`src/rtl/rv_pkg.sv`:
```
package rv_pkg;

  // data word and register index
  typedef logic [31:0] rv_word_t;
  typedef logic [4:0]  rv_reg_addr_t;

  localparam int NUM_REGS = 32;

  // major opcodes, instruction bits [6:0]
  typedef enum logic [6:0] {
    OPC_LOAD     = 7'b0000011,
    OPC_STORE    = 7'b0100011,
    OPC_BRANCH   = 7'b1100011,
    OPC_JALR     = 7'b1100111,
    OPC_MISC_MEM = 7'b0001111,
    OPC_JAL      = 7'b1101111,
    OPC_OP_IMM   = 7'b0010011,
    OPC_OP       = 7'b0110011,
    OPC_SYSTEM   = 7'b1110011,
    OPC_AUIPC    = 7'b0010111,
    OPC_LUI      = 7'b0110111
  } rv_opcode_e;

  typedef enum logic [3:0] {
    ALU_ADD,
    ALU_SUB,
    ALU_SLL,
    ALU_SLT,
    ALU_SLTU,
    ALU_XOR,
    ALU_SRL,
    ALU_SRA,
    ALU_OR,
    ALU_AND
  } rv_alu_op_e;

  // values match funct3 of the M extension
  typedef enum logic [2:0] {
    MD_MUL    = 3'b000,
    MD_MULH   = 3'b001,
    MD_MULHSU = 3'b010,
    MD_MULHU  = 3'b011,
    MD_DIV    = 3'b100,
    MD_DIVU   = 3'b101,
    MD_REM    = 3'b110,
    MD_REMU   = 3'b111
  } rv_md_op_e;

  typedef enum logic [2:0] {
    WB_ALU,
    WB_MULDIV,
    WB_IMM,
    WB_PC_IMM,
    WB_PC4
  } rv_wb_sel_e;

  // funct7 patterns
  localparam logic [6:0] FUNCT7_BASE   = 7'b0000000;
  localparam logic [6:0] FUNCT7_ALT    = 7'b0100000;
  localparam logic [6:0] FUNCT7_MULDIV = 7'b0000001;

  // funct3 for op and op-imm
  localparam logic [2:0] F3_ADD  = 3'b000;
  localparam logic [2:0] F3_SLL  = 3'b001;
  localparam logic [2:0] F3_SLT  = 3'b010;
  localparam logic [2:0] F3_SLTU = 3'b011;
  localparam logic [2:0] F3_XOR  = 3'b100;
  localparam logic [2:0] F3_SRL  = 3'b101;
  localparam logic [2:0] F3_OR   = 3'b110;
  localparam logic [2:0] F3_AND  = 3'b111;

  // funct3 for branches and jalr
  localparam logic [2:0] F3_BEQ  = 3'b000;
  localparam logic [2:0] F3_BNE  = 3'b001;
  localparam logic [2:0] F3_BLT  = 3'b100;
  localparam logic [2:0] F3_BGE  = 3'b101;
  localparam logic [2:0] F3_BLTU = 3'b110;
  localparam logic [2:0] F3_BGEU = 3'b111;
  localparam logic [2:0] F3_JALR = 3'b000;

endpackage

```
`src/rtl/rv_muldiv.sv`:
```
`timescale 1ns/100ps

module rv_muldiv (
  input  rv_pkg::rv_md_op_e i_op,
  input  rv_pkg::rv_word_t  i_a,
  input  rv_pkg::rv_word_t  i_b,
  output rv_pkg::rv_word_t  o_result
);

  import rv_pkg::*;

  logic               mul_a_sgn;
  logic               mul_b_sgn;
  logic signed [32:0] mul_a;
  logic signed [32:0] mul_b;
  logic signed [65:0] product;

  logic     div_signed;
  logic     a_neg;
  logic     b_neg;
  logic     div_by_zero;
  logic     q_neg;
  rv_word_t mag_a;
  rv_word_t mag_b;
  rv_word_t quo;
  rv_word_t rem;
  rv_word_t quo_s;
  rv_word_t rem_s;
  rv_word_t part [33];

  // one 33x33 signed multiply, the extra bit carries each operand's sign
  assign mul_a_sgn = (i_op == MD_MULH) || (i_op == MD_MULHSU);
  assign mul_b_sgn = (i_op == MD_MULH);
  assign mul_a     = {mul_a_sgn & i_a[31], i_a};
  assign mul_b     = {mul_b_sgn & i_b[31], i_b};
  assign product   = mul_a * mul_b;

  // divide magnitudes, signs applied afterwards
  assign div_signed  = (i_op == MD_DIV) || (i_op == MD_REM);
  assign a_neg       = div_signed & i_a[31];
  assign b_neg       = div_signed & i_b[31];
  assign mag_a       = a_neg ? -i_a : i_a;
  assign mag_b       = b_neg ? -i_b : i_b;
  assign div_by_zero = (i_b == '0);

  // restoring divider, one quotient bit per stage, msb first
  assign part[0] = '0;
  for (genvar s = 0; s < 32; s++) begin : g_div_stage
    logic [32:0] shifted;
    logic [32:0] trial;
    assign shifted     = {part[s], mag_a[31-s]};
    assign trial       = shifted - {1'b0, mag_b};
    assign quo[31-s]   = ~trial[32];
    assign part[s + 1] = trial[32] ? shifted[31:0] : trial[31:0];
  end
  assign rem = part[32];

  // a zero divisor leaves all ones and the dividend, which must not be negated;
  // min / -1 already gives the dividend and a zero remainder
  assign q_neg = (a_neg ^ b_neg) & ~div_by_zero;
  assign quo_s = q_neg ? -quo : quo;
  assign rem_s = a_neg ? -rem : rem;

  always_comb begin
    case (i_op)
      MD_MUL:    o_result = product[31:0];
      MD_MULH,
      MD_MULHSU,
      MD_MULHU:  o_result = product[63:32];
      MD_DIV,
      MD_DIVU:   o_result = quo_s;
      default:   o_result = rem_s;
    endcase
  end

endmodule

```
`config.mk`:
```
export PLATFORM = sky130hd
export DESIGN_NAME = rv_muldiv
export DESIGN_NICKNAME = d
export VERILOG_FILES = /design/src/rtl/rv_pkg.sv /design/src/rtl/rv_muldiv.sv
export SDC_FILE = /design/constraint.sdc
export NUM_CORES = 2
export LEC_CHECK = 0
export BUFFER_PORTS_ARGS = -buffer_cell sky130_fd_sc_hd__buf_2
export CORE_MARGIN = 1
export CORE_UTILIZATION = 25
export DETAILED_ROUTE_END_ITERATION = 10
export SYNTH_ARGS = -nofsm -noshare
export SYNTH_HDL_FRONTEND = slang
export SYNTH_SLANG_ARGS = --single-unit
```
`constraint.sdc`:
```
create_clock -name vclk -period 246.5
set_clock_uncertainty 0.2 [all_clocks]
set_input_delay 24.65 -clock vclk [all_inputs]
set_output_delay 24.65 -clock vclk [all_outputs]
set_load 0.02 [all_outputs]
```
# Word-level counts from Yosys, hierarchy flattened
# Index checks and enable logic that the tools add are counted.
[word_totals] ff_bits=0 elab_cells=125 output_inout_bits=32
[classes] multipliers=1 n_addsub=36 n_reduce_logical=6 eq_ne=6 bitwise_logic=39 mux=37
[ops] op="$mux W32" n=36
[ops] op="$sub A33 B32 Y33" n=31
[ops] op="$neg A32 Y32" n=4
[ops] op="$pmux W32 S3" n=1
[ops] op="$mul A33 B33 Y64" n=1
[ops] op="$not A1 Y1" n=33
[ops] op="$sub A1 B32 Y33" n=1
[ops] op="$logic_not A32 Y1" n=1
[ops] op="$eq A3 B3 Y1 const B" n=3
[ops] op="$eq A3 B2 Y1 const B" n=2
[ops] op="$and A1 B1 Y1" n=5
[ops] op="$eq A3 B1 Y1 const B" n=1
[ops] op="$logic_not A3 Y1" n=1
[ops] op="$reduce_or A3 Y1" n=1
[ops] op="$logic_or A1 B1 Y1" n=2
[ops] op="$reduce_or A2 Y1" n=1
[ops] op="$xor A1 B1 Y1" n=1

# Logic depth before layout (Yosys ltp)
[depth] ltp_word=71 ltp_mapped=975 mapped_depth_nobuf=892

# Least setup slack after synthesis
# OpenSTA, ideal clock, no wires.
[synth_path] kind="input to output" start="input i_b[1]" end="output o_result[26]" cell_stages=950 arrival_time_ps=191893 setup_slack_ps=29757 path_cell_list="inv_1 -> ha_1 -> nor3b_1 -> buf_2 -> a21oi_1 -> xnor2_1 -> o221ai_1 -> nand4bb_1 -> or3_1 -> clkbuf_1 -> nor2b_1 -> mux2i_1 -> fa_1 -> a211oi_1 -> nor2_1 -> o211ai_1 -> nand4_1 -> a41o_1 -> [... 914 more ...] -> nor2b_1 -> o21ai_0 -> nor2b_1 -> buf_2 -> o21ai_1 -> nand2_1 -> buf_2 -> buf_2 -> buf_2 -> nand2_1 -> o21ai_0 -> ha_1 -> o221ai_1 -> nor4b_1 -> a31oi_2 -> a21oi_1 -> xnor2_1 -> o221ai_1"
[synth_between] elab_chain_cells=69 word_cells_on_any_way=102 classes_between="35 x add/sub; 1 x mul; 36 x mux; 29 x bitwise; 1 x reduce/logical"
[synth_rtl] item="start, declared" line="rv_muldiv.sv:6" text="input rv_pkg::rv_word_t i_b,"
[synth_rtl] item="$neg A32 Y32" line="rv_muldiv.sv:43" text="assign mag_b = b_neg ? -i_b : i_b;"
[synth_rtl] item="$mux W32" line="rv_muldiv.sv:43"
[synth_rtl] item="$sub A1 B32 Y33" line="rv_muldiv.sv:52" text="assign trial = shifted - {1'b0, mag_b};"
[synth_rtl] item="$mux W32" line="rv_muldiv.sv:54" text="assign part[s + 1] = trial[32] ? shifted[31:0] : trial[31:0];"
[synth_rtl] item="$sub A33 B32 Y33" line="rv_muldiv.sv:52"
[synth_rtl] item="$mux W32" line="rv_muldiv.sv:54"
[synth_rtl] item="$sub A33 B32 Y33" line="rv_muldiv.sv:52"
[synth_rtl] item="$mux W32" line="rv_muldiv.sv:54"
[synth_rtl] item="[... 53 more ...]"
[synth_rtl] item="$mux W32" line="rv_muldiv.sv:54"
[synth_rtl] item="$sub A33 B32 Y33" line="rv_muldiv.sv:52"
[synth_rtl] item="$mux W32" line="rv_muldiv.sv:54"
[synth_rtl] item="$sub A33 B32 Y33" line="rv_muldiv.sv:52"
[synth_rtl] item="$mux W32 / $not A1 Y1 (equally long branches)" line="rv_muldiv.sv:54, rv_muldiv.sv:53"
[synth_rtl] item="$neg A32 Y32 (on tied branches)" line="rv_muldiv.sv:62, rv_muldiv.sv:61"
[synth_rtl] item="$mux W32 (on tied branches)" line="rv_muldiv.sv:62, rv_muldiv.sv:61"
[synth_rtl] item="$pmux W32 S3 (*)" line="rv_muldiv.sv:65" text="case (i_op)"
[synth_rtl] item="end, declared" line="rv_muldiv.sv:7" text="output rv_pkg::rv_word_t o_result"
# Every way passes the cells marked *; elsewhere a longest branch is shown, timed or not.

==> run summary <==
Status -> finished, final reports clean
CP endpoint kind -> primary output
Ys Warns -> 0
Hold crit path type -> input pin to primary output
Synth top area share -> 23.9%
Fraction of layout cells with a size suffix above 1 -> 5.04%
Tmin final -> 229490 ps
Period utilization -> 93.1%
Max Cap Viol -> 0
Clkbuf count -> 0
Routed Antenna Nets -> 0
DR vias/cell -> 5.22
Largest net degree at the start of global routing -> 59
FFs & Latches -> 0
Crit Path Class -> input pin to primary output
Fin area -> 0.104 mm^2
DP Area -> 0.104 mm^2
Critical-path top delay cell -> a222oi_1
Die height -> 624 um
Total GRT Usage -> 18.8%
Hpwl dp -> 297000 um
Sequential cell area -> 0 um^2
Top post-synthesis cells by area -> fa_1 24%, ha_1 16%, inv_1 6.6%
Critical path fanouts, max -> 48
Gr ovfl total -> 0
Num rows -> 228
First-pass GRT wire length -> 565000 um
WP data arrival -> 204640 ps
Initial antenna violation count -> 61
Syn Area/Cell -> 7.45 um^2
Top Ports -> 99
Crit-path most repeated cell -> a21oi_1
Cell area after synthesis -> 0.0967 mm^2
DRC viols -> 0
Crit path launch -> i_a[6]
Starting density of the core -> 25.1%
Area Overhead vs Synth -> 7.74%
Slew Limit Fails -> 0
Least-Margin Pin Slew -> 1360 ps
Largest area contributor in the netlist -> fa_1
Final setup viols -> 0
Placer Congestion -> 0.982
Slew headroom -> 9.38%
Die area -> 0.389 mm^2
DR WL/cell -> 20.9 um
Drt pass-1 iters -> 8
Startpoint Class -> input pin
Vias in the first global route -> 90.3k
Most instantiated library cell after synthesis -> inv_1
Die extent in x -> 624 um
Sequential element share of the synthesized area -> 0%
Max Fclk -> 4.36 MHz
Initial DRC count -> 9205
Min-delay src -> i_op[1]
WL final -> 377000 um
CORE AREA -> 0.385 mm^2
Fin nets -> 15.3k
Slowest stage delay, CP -> 1140 ps
Worst Path Required -> 221650 ps
Synth cell types -> 116
Total number of vias -> 94.1k
Synth cell count leaders -> 1711 x inv_1, 1642 x nand2_1, 1210 x ha_1
Final Hold Vio Count -> 0
Post-Syn Instances -> 13.0k
Port-buffer cells -> 99
[metrics by stage]
stage,std cells,utilization [%],worst slack [ps],TNS [ps],hold WS [ps]
after floorplan,13000,-,29760,0,49510
after global placement,18000,27.0,19920,0,49840
after detailed placement,18000,27.0,16470,0,49840
after CTS,18000,27.0,15440,0,49840
after global routing,18000,27.0,-86.8,-131,49900
final,18000,27.0,17010,0,49840
[layout by cell type (no fill, tap or decap), types with 56 or more instances in the layout]
cell type  count
a21boi_0     122
a21o_1       232
a21oi_1      953
a222oi_1      68
a22oi_1      105
a31oi_1       83
and2_1       328
and3_1       103
buf_2         98
buf_4        236
fa_1        1155
ha_1        1210
inv_1       1708
mux2_2       128
mux2i_1       94
nand2_1     1639
nand2b_1     122
nand3_1      183
nor2_1       951
nor2b_1       96
nor3_1       172
o211ai_1      56
o21a_1        81
o21ai_0      685
o21bai_1     251
o221ai_1      74
o31ai_1       85
or3_1         66
xnor2_1      662
xor2_1       285
[area by class of cell]
class	count	area [um^2]
Timing Repair Buffer	337	2300
Antenna cell	26	65.1
Fill cell	42200	281000
Multi-Input combinational cell	10800	88900
Tap cell	5175	6470
Inverter	1713	6430
[kinds of logic (layout without fill, tap and decap cells)]
kind of cell               after synthesis  in the layout  synth area share, %
and+or+nand+nor                       3899           3900                 18.4
AOI/OAI and AO/OA                     3283           3283                 22.0
adders and majority gates             2368           2368                 39.6
buffers and inverters                 2235           2050                 8.73
xor gates and xnor gates               979            979                 8.86
muxes                                  224            224                 2.49
other                                    1             41              0.00388
[worst max-delay path, delay by kind of cell]
| family | cells | cell delay, ps |
|---|---|---|
| AOI/OAI and AO/OA | 877 | 162790 |
| xor gates and xnor gates | 12 | 2660 |
| adders and majority gates | 40 | 15590 |
| buffers and inverters | 46 | 10410 |
| muxes | 26 | 7270 |
| and+or+nand+nor | 164 | 28690 |
[worst paths after layout]
check | to | slack [ps] | cells after the start
worst min-delay path | o_result[0] | 49840 | 4
worst max-delay path | o_result[27] | 17010 | 1165
[timing repair]
item,4_1_cts,5_1_grt
buffers inserted,0,2
hold buffers,0,0
resized for setup,0,35
setup endpoints to repair,0,32
[layer usage]
layer  track usage [%]  share of wire (%)
met1              25.7                 43
met2              29.2                 43
met3              2.33                8.1
met4              8.74                5.7
met5                 0              0.021
