**src/rtl/rv_pkg.sv**
```systemverilog
package rv_pkg;

  // data word and register index
  typedef logic [31:0] rv_word_t;
  typedef logic [4:0]  rv_reg_addr_t;

  localparam int NUM_REGS = 32;

  // major opcodes, instruction bits [6:0]
  typedef enum logic [6:0] {
    OPC_LOAD     = 7'b0000011,
    OPC_STORE    = 7'b0100011,
    OPC_BRANCH   = 7'b1100011,
    OPC_JALR     = 7'b1100111,
    OPC_MISC_MEM = 7'b0001111,
    OPC_JAL      = 7'b1101111,
    OPC_OP_IMM   = 7'b0010011,
    OPC_OP       = 7'b0110011,
    OPC_SYSTEM   = 7'b1110011,
    OPC_AUIPC    = 7'b0010111,
    OPC_LUI      = 7'b0110111
  } rv_opcode_e;

  typedef enum logic [3:0] {
    ALU_ADD,
    ALU_SUB,
    ALU_SLL,
    ALU_SLT,
    ALU_SLTU,
    ALU_XOR,
    ALU_SRL,
    ALU_SRA,
    ALU_OR,
    ALU_AND
  } rv_alu_op_e;

  // values match funct3 of the M extension
  typedef enum logic [2:0] {
    MD_MUL    = 3'b000,
    MD_MULH   = 3'b001,
    MD_MULHSU = 3'b010,
    MD_MULHU  = 3'b011,
    MD_DIV    = 3'b100,
    MD_DIVU   = 3'b101,
    MD_REM    = 3'b110,
    MD_REMU   = 3'b111
  } rv_md_op_e;

  typedef enum logic [2:0] {
    WB_ALU,
    WB_MULDIV,
    WB_IMM,
    WB_PC_IMM,
    WB_PC4
  } rv_wb_sel_e;

  // funct7 patterns
  localparam logic [6:0] FUNCT7_BASE   = 7'b0000000;
  localparam logic [6:0] FUNCT7_ALT    = 7'b0100000;
  localparam logic [6:0] FUNCT7_MULDIV = 7'b0000001;

  // funct3 for op and op-imm
  localparam logic [2:0] F3_ADD  = 3'b000;
  localparam logic [2:0] F3_SLL  = 3'b001;
  localparam logic [2:0] F3_SLT  = 3'b010;
  localparam logic [2:0] F3_SLTU = 3'b011;
  localparam logic [2:0] F3_XOR  = 3'b100;
  localparam logic [2:0] F3_SRL  = 3'b101;
  localparam logic [2:0] F3_OR   = 3'b110;
  localparam logic [2:0] F3_AND  = 3'b111;

  // funct3 for branches and jalr
  localparam logic [2:0] F3_BEQ  = 3'b000;
  localparam logic [2:0] F3_BNE  = 3'b001;
  localparam logic [2:0] F3_BLT  = 3'b100;
  localparam logic [2:0] F3_BGE  = 3'b101;
  localparam logic [2:0] F3_BLTU = 3'b110;
  localparam logic [2:0] F3_BGEU = 3'b111;
  localparam logic [2:0] F3_JALR = 3'b000;

endpackage

```
**src/rtl/rv_cla_adder.sv**
```systemverilog
`timescale 1ns/100ps

module rv_cla_adder (
  input  rv_pkg::rv_word_t i_a,
  input  rv_pkg::rv_word_t i_b,
  input  logic             i_cin,
  output rv_pkg::rv_word_t o_sum
);

  import rv_pkg::*;

  rv_word_t   gen;
  rv_word_t   prop;
  rv_word_t   carry;
  logic [7:0] grp_g;
  logic [7:0] grp_p;
  logic [7:0] grp_c;
  logic [1:0] blk_gp;
  logic       blk_cout;

  // {group generate, group propagate} of four bits
  function automatic logic [1:0] gp4(input logic [3:0] g, input logic [3:0] p);
    gp4[1] = g[3] | (p[3] & g[2]) | (p[3] & p[2] & g[1]) | (p[3] & p[2] & p[1] & g[0]);
    gp4[0] = &p;
  endfunction

  // carry into each of four positions, by lookahead from cin
  function automatic logic [3:0] carry4(input logic [3:0] g, input logic [3:0] p,
                                        input logic cin);
    carry4[0] = cin;
    carry4[1] = g[0] | (p[0] & cin);
    carry4[2] = g[1] | (p[1] & g[0]) | (p[1] & p[0] & cin);
    carry4[3] = g[2] | (p[2] & g[1]) | (p[2] & p[1] & g[0]) | (p[2] & p[1] & p[0] & cin);
  endfunction

  assign gen  = i_a & i_b;
  assign prop = i_a ^ i_b;

  for (genvar k = 0; k < 8; k++) begin : g_group
    assign {grp_g[k], grp_p[k]} = gp4(gen[4*k+3 -: 4], prop[4*k+3 -: 4]);
    assign carry[4*k+3 -: 4] = carry4(gen[4*k+3 -: 4], prop[4*k+3 -: 4], grp_c[k]);
  end

  // second level over groups, split into two blocks of four
  assign grp_c[3:0] = carry4(grp_g[3:0], grp_p[3:0], i_cin);
  assign blk_gp     = gp4(grp_g[3:0], grp_p[3:0]);
  assign blk_cout   = blk_gp[1] | (blk_gp[0] & i_cin);
  assign grp_c[7:4] = carry4(grp_g[7:4], grp_p[7:4], blk_cout);

  assign o_sum = prop ^ carry;

endmodule

```
**src/rtl/rv_alu.sv**
```systemverilog
`timescale 1ns/100ps

module rv_alu (
  input  rv_pkg::rv_alu_op_e i_op,
  input  rv_pkg::rv_word_t   i_a,
  input  rv_pkg::rv_word_t   i_b,
  output rv_pkg::rv_word_t   o_result,
  output logic               o_eq,
  output logic               o_lt,
  output logic               o_ltu
);

  import rv_pkg::*;

  logic       sub_mode;
  rv_word_t   b_in;
  rv_word_t   sum;
  logic [4:0] shamt;

  // everything except add runs the adder as a - b
  assign sub_mode = (i_op != ALU_ADD);
  assign b_in     = sub_mode ? ~i_b : i_b;
  assign shamt    = i_b[4:0];

  rv_cla_adder rv_cla_adder_inst (
    .i_a   (i_a),
    .i_b   (b_in),
    .i_cin (sub_mode),
    .o_sum (sum)
  );

  // flags read the difference, valid whenever the adder subtracts
  assign o_eq  = (sum == '0);
  assign o_lt  = (i_a[31] ^ i_b[31]) ? i_a[31] : sum[31];
  assign o_ltu = (i_a[31] ^ i_b[31]) ? i_b[31] : sum[31];

  always_comb begin
    case (i_op)
      ALU_ADD,
      ALU_SUB:  o_result = sum;
      ALU_SLL:  o_result = i_a << shamt;
      ALU_SLT:  o_result = {31'd0, o_lt};
      ALU_SLTU: o_result = {31'd0, o_ltu};
      ALU_XOR:  o_result = i_a ^ i_b;
      ALU_SRL:  o_result = i_a >> shamt;
      ALU_SRA:  o_result = rv_word_t'($signed(i_a) >>> shamt);
      ALU_OR:   o_result = i_a | i_b;
      ALU_AND:  o_result = i_a & i_b;
      default:  o_result = sum;
    endcase
  end

endmodule

```
**config.mk**
```make
export PLATFORM = sky130hd
export DESIGN_NAME = rv_alu
export DESIGN_NICKNAME = d
export VERILOG_FILES = /design/src/rtl/rv_pkg.sv /design/src/rtl/rv_cla_adder.sv /design/src/rtl/rv_alu.sv
export SDC_FILE = /design/constraint.sdc
export NUM_CORES = 1
export LEC_CHECK = 0
export BUFFER_PORTS_ARGS = -buffer_cell sky130_fd_sc_hd__buf_2
export CORE_MARGIN = 1
export CORE_UTILIZATION = 44
export DETAILED_ROUTE_END_ITERATION = 6
export PLACE_DENSITY = 0.73
export SLEW_MARGIN = 5
export SYNTH_ARGS = -nofsm -noshare
export SYNTH_HDL_FRONTEND = slang
export SYNTH_HIERARCHICAL = 1
export SYNTH_SLANG_ARGS = --single-unit
```
**constraint.sdc**
```tcl
create_clock -name vclk -period 6.9
set_clock_uncertainty 0.05 [all_clocks]
set_input_delay 1.035 -clock vclk [all_inputs]
set_output_delay 1.035 -clock vclk [all_outputs]
set_load 0.005 [all_outputs]
```
# == Yosys cells after proc, flatten, opt, wreduce, memory -nomap -nowiden ==
# Index checks and enable logic that the tools add are counted.
# word_totals
input_bits,68
out_inout_bits,35
word_cells,249
ff_bits,0
# classes
reduce_logical,10
n_mux,4
bitwise,224
n_eq_ne,8
n_shift,3
# ops
cell,count
case mux 32 bit (8 select lines),1
bitwise AND 1 bit,131
XOR 32 bit,3
OR 1 bit,85
bitwise AND 32 bit,1
zero test 32 bit,1
two-way mux 32 bit,1
inverter 32 bit,1
OR 32 bit,1
<< shifter 32 x 5 -> 32 bit,1
right shift 32 x 5 -> 32 bit,1
>>> shifter 32 x 5 -> 32 bit,1
bitwise AND 31 bit,1
AND reduction 4 bit,7
equality test 4 x 3 -> 1 bit (second input constant),4
AND reduction 16 bit,1
equality test 4 x 2 -> 1 bit (second input constant),2
equality test 4 bit (second input constant),2
nonzero test 4 bit,1
two-way mux 1 bit,2
XOR 1 bit,1

# == Logic depth before layout (Yosys ltp) ==
# Gate-level depths: netlist of the first run.
# logic_depth
depth_word,19
depth_mapped,21
ltp_nobuf,17

# == By module ==
# The synthesis of the first run kept the hierarchy.
# by_module_without_submodules
mod,area_each_um2,seq_area_each_um2,n_inst,cells_each
rv_alu,6522.5,0.0,1,808
rv_cla_adder,1310.0,0.0,1,154

# == Least setup slack after synthesis of the first run ==
# Ideal clock, no wire load.
# synth_path
path_type,input -> output
start,in i_op[2]
end,out o_result[0]
required_time_ns,5.815
path_slack_ns,0.614
arrival_ns,5.201
n_path_buf,4
path_stages,21
cell_sequence,buf_2 buf_2 buf_2 nor4_2 buf_2 xnor2_1 ha_1 a211o_1 a21oi_4 nand3_2 nor4bb_1 o31a_1 nand3_1 a31oi_2 a21oi_2 xnor2_1 mux2_2 a221oi_1 nor3_1 a211o_1 o32a_1
# synth_via
elab_cells_between_ends,105
classes_between,eq/ne (8); mux (4); bitwise (85); reduce/logical (8)
# synth_rtl
element,line_no,source
from (decl),rv_alu.sv:4,"input rv_pkg::rv_alu_op_e i_op,"
nonzero test 4 bit *,rv_alu.sv:21,assign sub_mode = (i_op != ALU_ADD);
two-way mux 32 bit *,rv_alu.sv:22,assign b_in = sub_mode ? ~i_b : i_b;
net b_in[5],rv_alu.sv:16,rv_word_t b_in;
bitwise AND 31 bit / XOR 32 bit (equally long branches),"rv_cla_adder.sv:36, rv_cla_adder.sv:37",
bitwise AND 1 bit,rv_cla_adder.sv:23,gp4[1] = g[3] | (p[3] & g[2]) | (p[3] & p[2] & g[1]) | (p[3] & p[2] & p[1] & g[0]);
OR 1 bit / bitwise AND 1 bit (equally long branches),rv_cla_adder.sv:23,
OR 1 bit,rv_cla_adder.sv:23,
bitwise AND 1 bit,rv_cla_adder.sv:23,
(+4 left out),--,
OR 1 bit *,rv_cla_adder.sv:33,carry4[3] = g[2] | (p[2] & g[1]) | (p[2] & p[1] & g[0]) | (p[2] & p[1] & p[0] & cin);
bitwise AND 1 bit *,rv_cla_adder.sv:33,
OR 1 bit *,rv_cla_adder.sv:33,
XOR 32 bit *,rv_cla_adder.sv:50,assign o_sum = prop ^ carry;
net sum[31],rv_alu.sv:17,rv_word_t sum;
two-way mux 1 bit *,rv_alu.sv:35,assign o_ltu = (i_a[31] ^ i_b[31]) ? i_b[31] : sum[31];
net o_ltu,rv_alu.sv:10,output logic o_ltu
case mux 32 bit (8 select lines) *,rv_alu.sv:38,case (i_op)
to (decl),rv_alu.sv:7,"output rv_pkg::rv_word_t o_result,"
# Mark *: on every way through the listed nets, which the timed path passes. The rest lies on a longest branch.

# == Final worst setup path of the first run ==
# layout_path
start,in i_op[0]
end,out o_result[0]
# layout_via
elab_cells_between_ends,105
classes_between,eq/ne (8); mux (4); bitwise (85); reduce/logical (8)
# layout_rtl
element,line_no,source
nonzero test 4 bit *,rv_alu.sv:21,
two-way mux 32 bit *,rv_alu.sv:22,
net b_in[0],rv_alu.sv:16,
bitwise AND 31 bit,rv_cla_adder.sv:36,assign gen = i_a & i_b;
bitwise AND 1 bit,rv_cla_adder.sv:23,
OR 1 bit,rv_cla_adder.sv:23,
bitwise AND 1 bit,rv_cla_adder.sv:23,
OR 1 bit,rv_cla_adder.sv:23,
OR 1 bit *,rv_cla_adder.sv:47,assign blk_cout = blk_gp[1] | (blk_gp[0] & i_cin);
bitwise AND 1 bit *,rv_cla_adder.sv:33,
OR 1 bit *,rv_cla_adder.sv:33,
bitwise AND 1 bit *,rv_cla_adder.sv:33,
OR 1 bit *,rv_cla_adder.sv:33,
XOR 32 bit *,rv_cla_adder.sv:50,
net sum[31],rv_alu.sv:17,
"two-way mux 1 bit, on equally long branches","rv_alu.sv:35, rv_alu.sv:34",
case mux 32 bit (8 select lines) *,rv_alu.sv:38,
# Marks and branches as above.

==> results of run 1 <==
==> worst max-delay path by stage <==
| stage | startpoint | cells past startpoint | endpoint |
|---|---|---|---|
| 6_report | i_op[0] | 20 | o_result[0] |
| 5_1_grt | i_op[0] | 20 | o_result[0] |
| 4_1_cts | i_op[0] | 20 | o_result[0] |
| 3_5_place_dp | i_op[0] | 20 | o_result[0] |
| 3_3_place_gp | i_op[0] | 20 | o_result[0] |
| 2_1_floorplan | i_op[2] | 21 | o_result[0] |
==> routing by layer <==
metal	global-route usage [%]	routed length (um)	vias to the layer above
met1	52.8	14400	4270
met5	0	0	-
li1	-	-	3774
met4	18.1	2140	0
met3	4.68	3530	123
met2	59.5	15100	599
==> synthesized netlist by cell type, types with 9 or more instances <==
library cell,instances,area [um^2]
sky130_fd_sc_hd__nor4_1,12,75.1
sky130_fd_sc_hd__nand2_1,54,203
sky130_fd_sc_hd__a21o_1,9,67.6
sky130_fd_sc_hd__clkbuf_1,28,105
sky130_fd_sc_hd__a211o_1,10,87.6
sky130_fd_sc_hd__a221oi_1,13,114
sky130_fd_sc_hd__o22ai_1,22,138
sky130_fd_sc_hd__a211oi_1,10,75.1
sky130_fd_sc_hd__nand2b_1,10,62.6
sky130_fd_sc_hd__xnor2_1,45,394
sky130_fd_sc_hd__buf_4,9,67.6
sky130_fd_sc_hd__a22oi_1,17,128
sky130_fd_sc_hd__a31oi_1,13,81.3
sky130_fd_sc_hd__nand3_1,15,75.1
sky130_fd_sc_hd__inv_1,80,300
sky130_fd_sc_hd__o211ai_1,9,67.6
sky130_fd_sc_hd__mux2_2,32,360
sky130_fd_sc_hd__mux4_2,51,1150
sky130_fd_sc_hd__nor2_1,74,278
sky130_fd_sc_hd__nor2b_1,12,75.1
sky130_fd_sc_hd__xor2_1,13,114
sky130_fd_sc_hd__mux2i_1,51,510
sky130_fd_sc_hd__buf_2,23,115
sky130_fd_sc_hd__o21ai_0,28,140
sky130_fd_sc_hd__nor3_1,16,80.1
sky130_fd_sc_hd__a21oi_1,50,250
sky130_fd_sc_hd__ha_1,97,1210
==> cell usage in the layout (no fill, tap or decap), drive strengths merged, types with 14 or more instances in the layout <==
cell    synthesis  routed
buf            44     126
mux2           32      32
nor2           75      75
nand3          16      16
o22ai          22      22
a21oi          55      55
nand2          54      54
mux2i          51      51
a31oi          14      14
nor3           17      17
mux4           53      53
xnor2          45      45
inv            81      80
ha             97      97
a221oi         14      14
a22oi          17      17
o21ai          30      30
==> worst max-delay path: cells and delay by family <==
kind | cells | cell delay (ps)
xor gates and xnor gates | 2 | 330
and+or+nand+nor | 6 | 1540
buffers and inverters | 3 | 540
muxes | 1 | 300
AOI/OAI and AO/OA | 7 | 1570
adders and majority gates | 1 | 290
==> per-stage QoR <==
stage,total power [mW],area (um^2)
after floorplan,0.485,7830
after global placement,0.744,8440
after detailed placement,0.751,8440
after CTS,0.756,8440
after global routing,0.824,8440
final,0.781,8440
==> cell type report <==
class                      count  area (um^2)  share of cell area, %
inverter                      83          312                   3.69
tap                          225          282                   3.33
multi-input combinational    807         7140                   84.6
timing repair buffer         126          706                   8.36
==> power by group through the flow <==
stage | Clock [mW] | Combinational [mW] | Sequential, mW
2_1_floorplan | 0 | 0.485 | 0
3_3_place_gp | 0 | 0.744 | 0
3_5_place_dp | 0 | 0.751 | 0
4_1_cts | 0 | 0.756 | 0
5_1_grt | 0 | 0.824 | 0
6_report | 0 | 0.781 | 0
==> cells by family (layout without fill, tap and decap cells) <==
logic type,Yosys count,after routing
and+or+nand+nor,244,244
AOI/OAI and AO/OA,264,264
xor gates and xnor gates,58,58
adders and majority gates,105,105
muxes,136,136
buffers and inverters,155,209
==> metrics.txt, run 1 <==
status=completed; CP Capture Type=primary output; Internal Power=roughly 0.31 mW; Max transition margin=30.5%; wire length per cell=~28 um; number of nets in the layout=between 1000 and 1500; aggregate routed wire length=35200 um; critical path arrival=between 5000 and 6000 ps; Ys Warns=6; Clock Power Share=0%; Seq. cell area=0 um^2; area growth from synthesis to final layout=7.78%; initial antenna violation count=0; number of inserted diodes=0; worst slack at placement=around 440 ps; number of maximum-capacitance violations=0; Post-Synthesis Mean Instance Area=between 8 and 9 um^2; Layout Cells excl Fill=roughly 1200; part of the power in registers=0%; GR Util All Layers=approximately two fifths; count of boundary I/O pins=slightly above 100; compound-cell area share of the yosys netlist=about a quarter; number of placed instances with taps included=1241; violation count after the first detailed-routing iteration=1168; # clk buffers=0; final hold violation count=0; final setup fails=0; sequential element share of the synthesized area=0%; Final ANT Viol Nets=0; transition at the pin with the smallest max-transition slack=1040 ps; Max FO, Critical Path=33; pin count of the biggest net entering global routing=75; via count=between 8000 and 9000; number of distinct standard cells referenced by the synthesized netlist=between 80 and 90; minimum clock period after layout=6700 ps; Synth Area in XOR/XNOR=6.49%; fraction of the cycle the final worst path needs=approximately 97%; Hold WC Path Type=in2out; Initial Utilization=between 40% and 50%; biggest cell delay along the critical path=between 600 and 700 ps; # Post-CTS Setup Buffers=0; gate count of the mapped netlist=around 960; Pre-Repair DR Iteration Count=6; Final WS setup=around 200 ps; full die area=between 15000 and 20000 um^2; top achievable clock speed=around 150 MHz; GR Overflow Total=0; area fraction in and, or, nand and nor cells after synthesis=16.0%; fraction of final layout cells sized beyond drive strength 1=about a quarter; proportion of synthesized area in mux cells=a little over a quarter; RSZ-0062 raised after global routing=false; launching element type of the critical path=input pin; Static Leak=roughly 3.6 nW; Net Switching=0.470 mW; number of input and output port buffers inserted=slightly above 100; switch share=between 60% and 70%; hold endpoint=o_ltu; path type of the worst setup path=in2out; gpl congestion=approximately 1.0; Setup TNS Final=0 ps; Netlist Area Pre-Place=between 7000 and 8000 um^2; floorplan die width=~140 um; Core Box Area=between 15000 and 20000 um^2; Layout Utilization=48.6%; pwr dens=between 90 and 100 nW/um^2; drt drc=0; CTS hold repair buffers=0; sequential cell count of the final layout=0; post-detailed-placement half-perimeter wirelength=roughly 27000 um; post-CTS sizing=0; number of filler instances in the final layout=around 1800; combinational family with the most area after synthesis=multiplexers; Synthesized Nets=~1100; data required time at the worst endpoint=slightly below 6000 ps; cell with the largest stage delay on the worst path=sky130_fd_sc_hd__nor4bb_1; vias in the first global route=about 8000; Via density=~7.1; worst vdd ir=52.0 uV; wire length of the first global-routing pass=around 52000 um; Worst Hold Launch=i_b[31]; Max Transition Viols Final=0; Hold Slack=~2500 ps; hold path depth=3; vertical extent of the die=135 um; Placement Rows=48; Comb pwr share=100.0%; adder-cell area share of the yosys netlist=between 15 and 20%; cells along the critical path=buf_2, nor4_4, buf_12, xnor2_1, ha_1, a21oi_1, nand4b_1, nand3_2, nor4bb_1, o31a_1, nand3_1, a31oi_2, a21oi_2, xnor2_1, mux2_2, a221oi_1, nor3_1, a211o_1, o32a_1, buf_2
Power figures use the tool's default switching activity.
==> inputs of run 2 (changes only) <==
--- a/config.mk
+++ b/config.mk
@@ -6,6 +6,7 @@
 export NUM_CORES = 1
 export LEC_CHECK = 0
 export BUFFER_PORTS_ARGS = -buffer_cell sky130_fd_sc_hd__buf_2
+export CORE_ASPECT_RATIO = 1.4
 export CORE_MARGIN = 1
 export CORE_UTILIZATION = 44
 export DETAILED_ROUTE_END_ITERATION = 6
==> run 2 against run 1 <==
Highest routed layer unchanged. Worst hold slack worse by 1.5 ps. Cell area is 0.41% higher. First-iteration DRC count fell by 1.9%. Count of clock-buffer cells in the layout unchanged. Cell count is 1.0% higher. Worst setup slack better by 88 ps. Fmax is 1.3% higher. Total power is 2.6% higher. Sequential share of layout area is the same.
==> metrics.txt, run 2 (same netlist as run 1, synthesis figures left out) <==
status=completed; path type of the worst setup path=in2out; most common cell after layout, fill and taps aside=sky130_fd_sc_hd__buf_2; initial antenna violation count=0; delay-heaviest family, CP=simple AND/OR/NAND/NOR gates; launching element type of the critical path=input pin; fraction of the cycle the final worst path needs=between 90 and 100%; Layout Utilization=roughly half; final setup fails=0; gpl congestion=between 1 and 1.5; pwr dens=94.5 nW/um^2; final hold violation count=0; RSZ-0062 raised after global routing=false; area growth from synthesis to final layout=8.23%; biggest cell delay along the critical path=640 ps; critical path arrival=between 5000 and 6000 ps; wire length of the first global-routing pass=~54000 um; vertical extent of the die=~160 um; full die area=18300 um^2; sequential cell count of the final layout=0; cells along the critical path=buf_2, nor4_4, buf_12, xnor2_1, ha_1, a21oi_1, nand4b_1, nand3_2, nor4bb_1, o31a_1, nand3_1, a31oi_2, a21oi_2, xnor2_1, mux2_2, a221oi_1, nor3_1, a211o_1, o32a_1, buf_2; Core Box Area=approximately 17000 um^2; Placement Rows=57; Setup TNS Final=0 ps; floorplan die width=about 110 um; Max FO, Critical Path=23; via count=8900; # Post-CTS Setup Buffers=0; combined buffer and inverter count along the critical path=3; number of nets in the layout=about 1200; transition at the pin with the smallest max-transition slack=around 840 ps; wire length per cell=between 20 and 30 um; Max Transition Viols Final=0; Final ANT Viol Nets=0; top achievable clock speed=between 150 and 200 MHz; drt drc=0; Initial Utilization=45.0%; aggregate routed wire length=36600 um; CP Capture Type=primary output; post-CTS sizing=0; # clk buffers=0; Via density=7.10; number of input and output port buffers inserted=slightly above 100; post-detailed-placement half-perimeter wirelength=between 20000 and 30000 um; number of maximum-capacitance violations=0; Pre-Repair DR Iteration Count=7; Max transition margin=between 40 and 50%; violation count after the first detailed-routing iteration=1146; vias in the first global route=about 8600; data required time at the worst endpoint=roughly 5800 ps; worst vdd ir=slightly below 50 uV; Static Leak=about 3.6 nW; cell with the largest stage delay on the worst path=sky130_fd_sc_hd__nor4bb_1; fraction of final layout cells sized beyond drive strength 1=between 20% and 30%; pin count of the biggest net entering global routing=54; count of boundary I/O pins=103; GR Overflow Total=0; Seq. cell area=0 um^2; minimum clock period after layout=between 6000 and 7000 ps; number of inserted diodes=0; CTS hold repair buffers=0; number of filler instances in the final layout=approximately 1800; Hold WC Path Type=in2out; top library cells by usage in the layout, fill and taps aside=101 x sky130_fd_sc_hd__buf_2, 97 x sky130_fd_sc_hd__ha_1, 79 x sky130_fd_sc_hd__inv_1, 74 x sky130_fd_sc_hd__nor2_1, 54 x sky130_fd_sc_hd__nand2_1; GR Util All Layers=about two fifths
[run 2: cell types whose count changed in the layout (fill, tap and decap cells not counted)]
cell	change
sky130_fd_sc_hd__nor4bb_1	-1
sky130_fd_sc_hd__buf_4	+2
sky130_fd_sc_hd__nor4bb_2	+1
[run 2: where the power goes]
part / internal (mW) / switching, mW / total (mW)
Combinational: 0.313 / 0.488 / 0.801
Clock: 0 / 0 / 0
Sequential: 0 / 0 / 0
Total: 0.313 / 0.488 / 0.801
[run 2: through the flow]
| step | instance area (um^2) | hold slack [ps] | instances | setup WS, ps | power, mW |
|---|---|---|---|---|---|
| 2_1_floorplan | 7830 | 2160 | 962 | 614 | 0.485 |
| 3_3_place_gp | 8480 | 2470 | 1254 | 397 | 0.765 |
| 3_5_place_dp | 8480 | 2470 | 1254 | 347 | 0.771 |
| 4_1_cts | 8480 | 2470 | 1254 | 324 | 0.775 |
| 5_1_grt | 8480 | 2490 | 1254 | 101 | 0.843 |
| 6_report | 8480 | 2470 | 1254 | 287 | 0.801 |
[run 2: layout make-up]
type | count | area, um^2 | area share [%]
repair buffers | 128 | 721 | 8.50
inverters | 83 | 312 | 3.68
well taps | 236 | 295 | 3.48
multi-input cells | 807 | 7150 | 84.3
[run 2: final timing paths]
check	start	end	slack, ps	cells past startpoint
worst max-delay path	i_op[0]	o_result[0]	290	20
worst min-delay path	i_b[31]	o_ltu	2470	3
[run 2: routing by layer]
| layer | vias up | GRT usage, % | part of all wire, % |
|---|---|---|---|
| li1 | 3779 | - | - |
| met1 | 4287 | 49.8 | 36 |
| met2 | 647 | 63.5 | 45 |
| met3 | 187 | 4.40 | 9.5 |
| met4 | 0 | 29.3 | 9.3 |
| met5 | - | 0 | 0 |
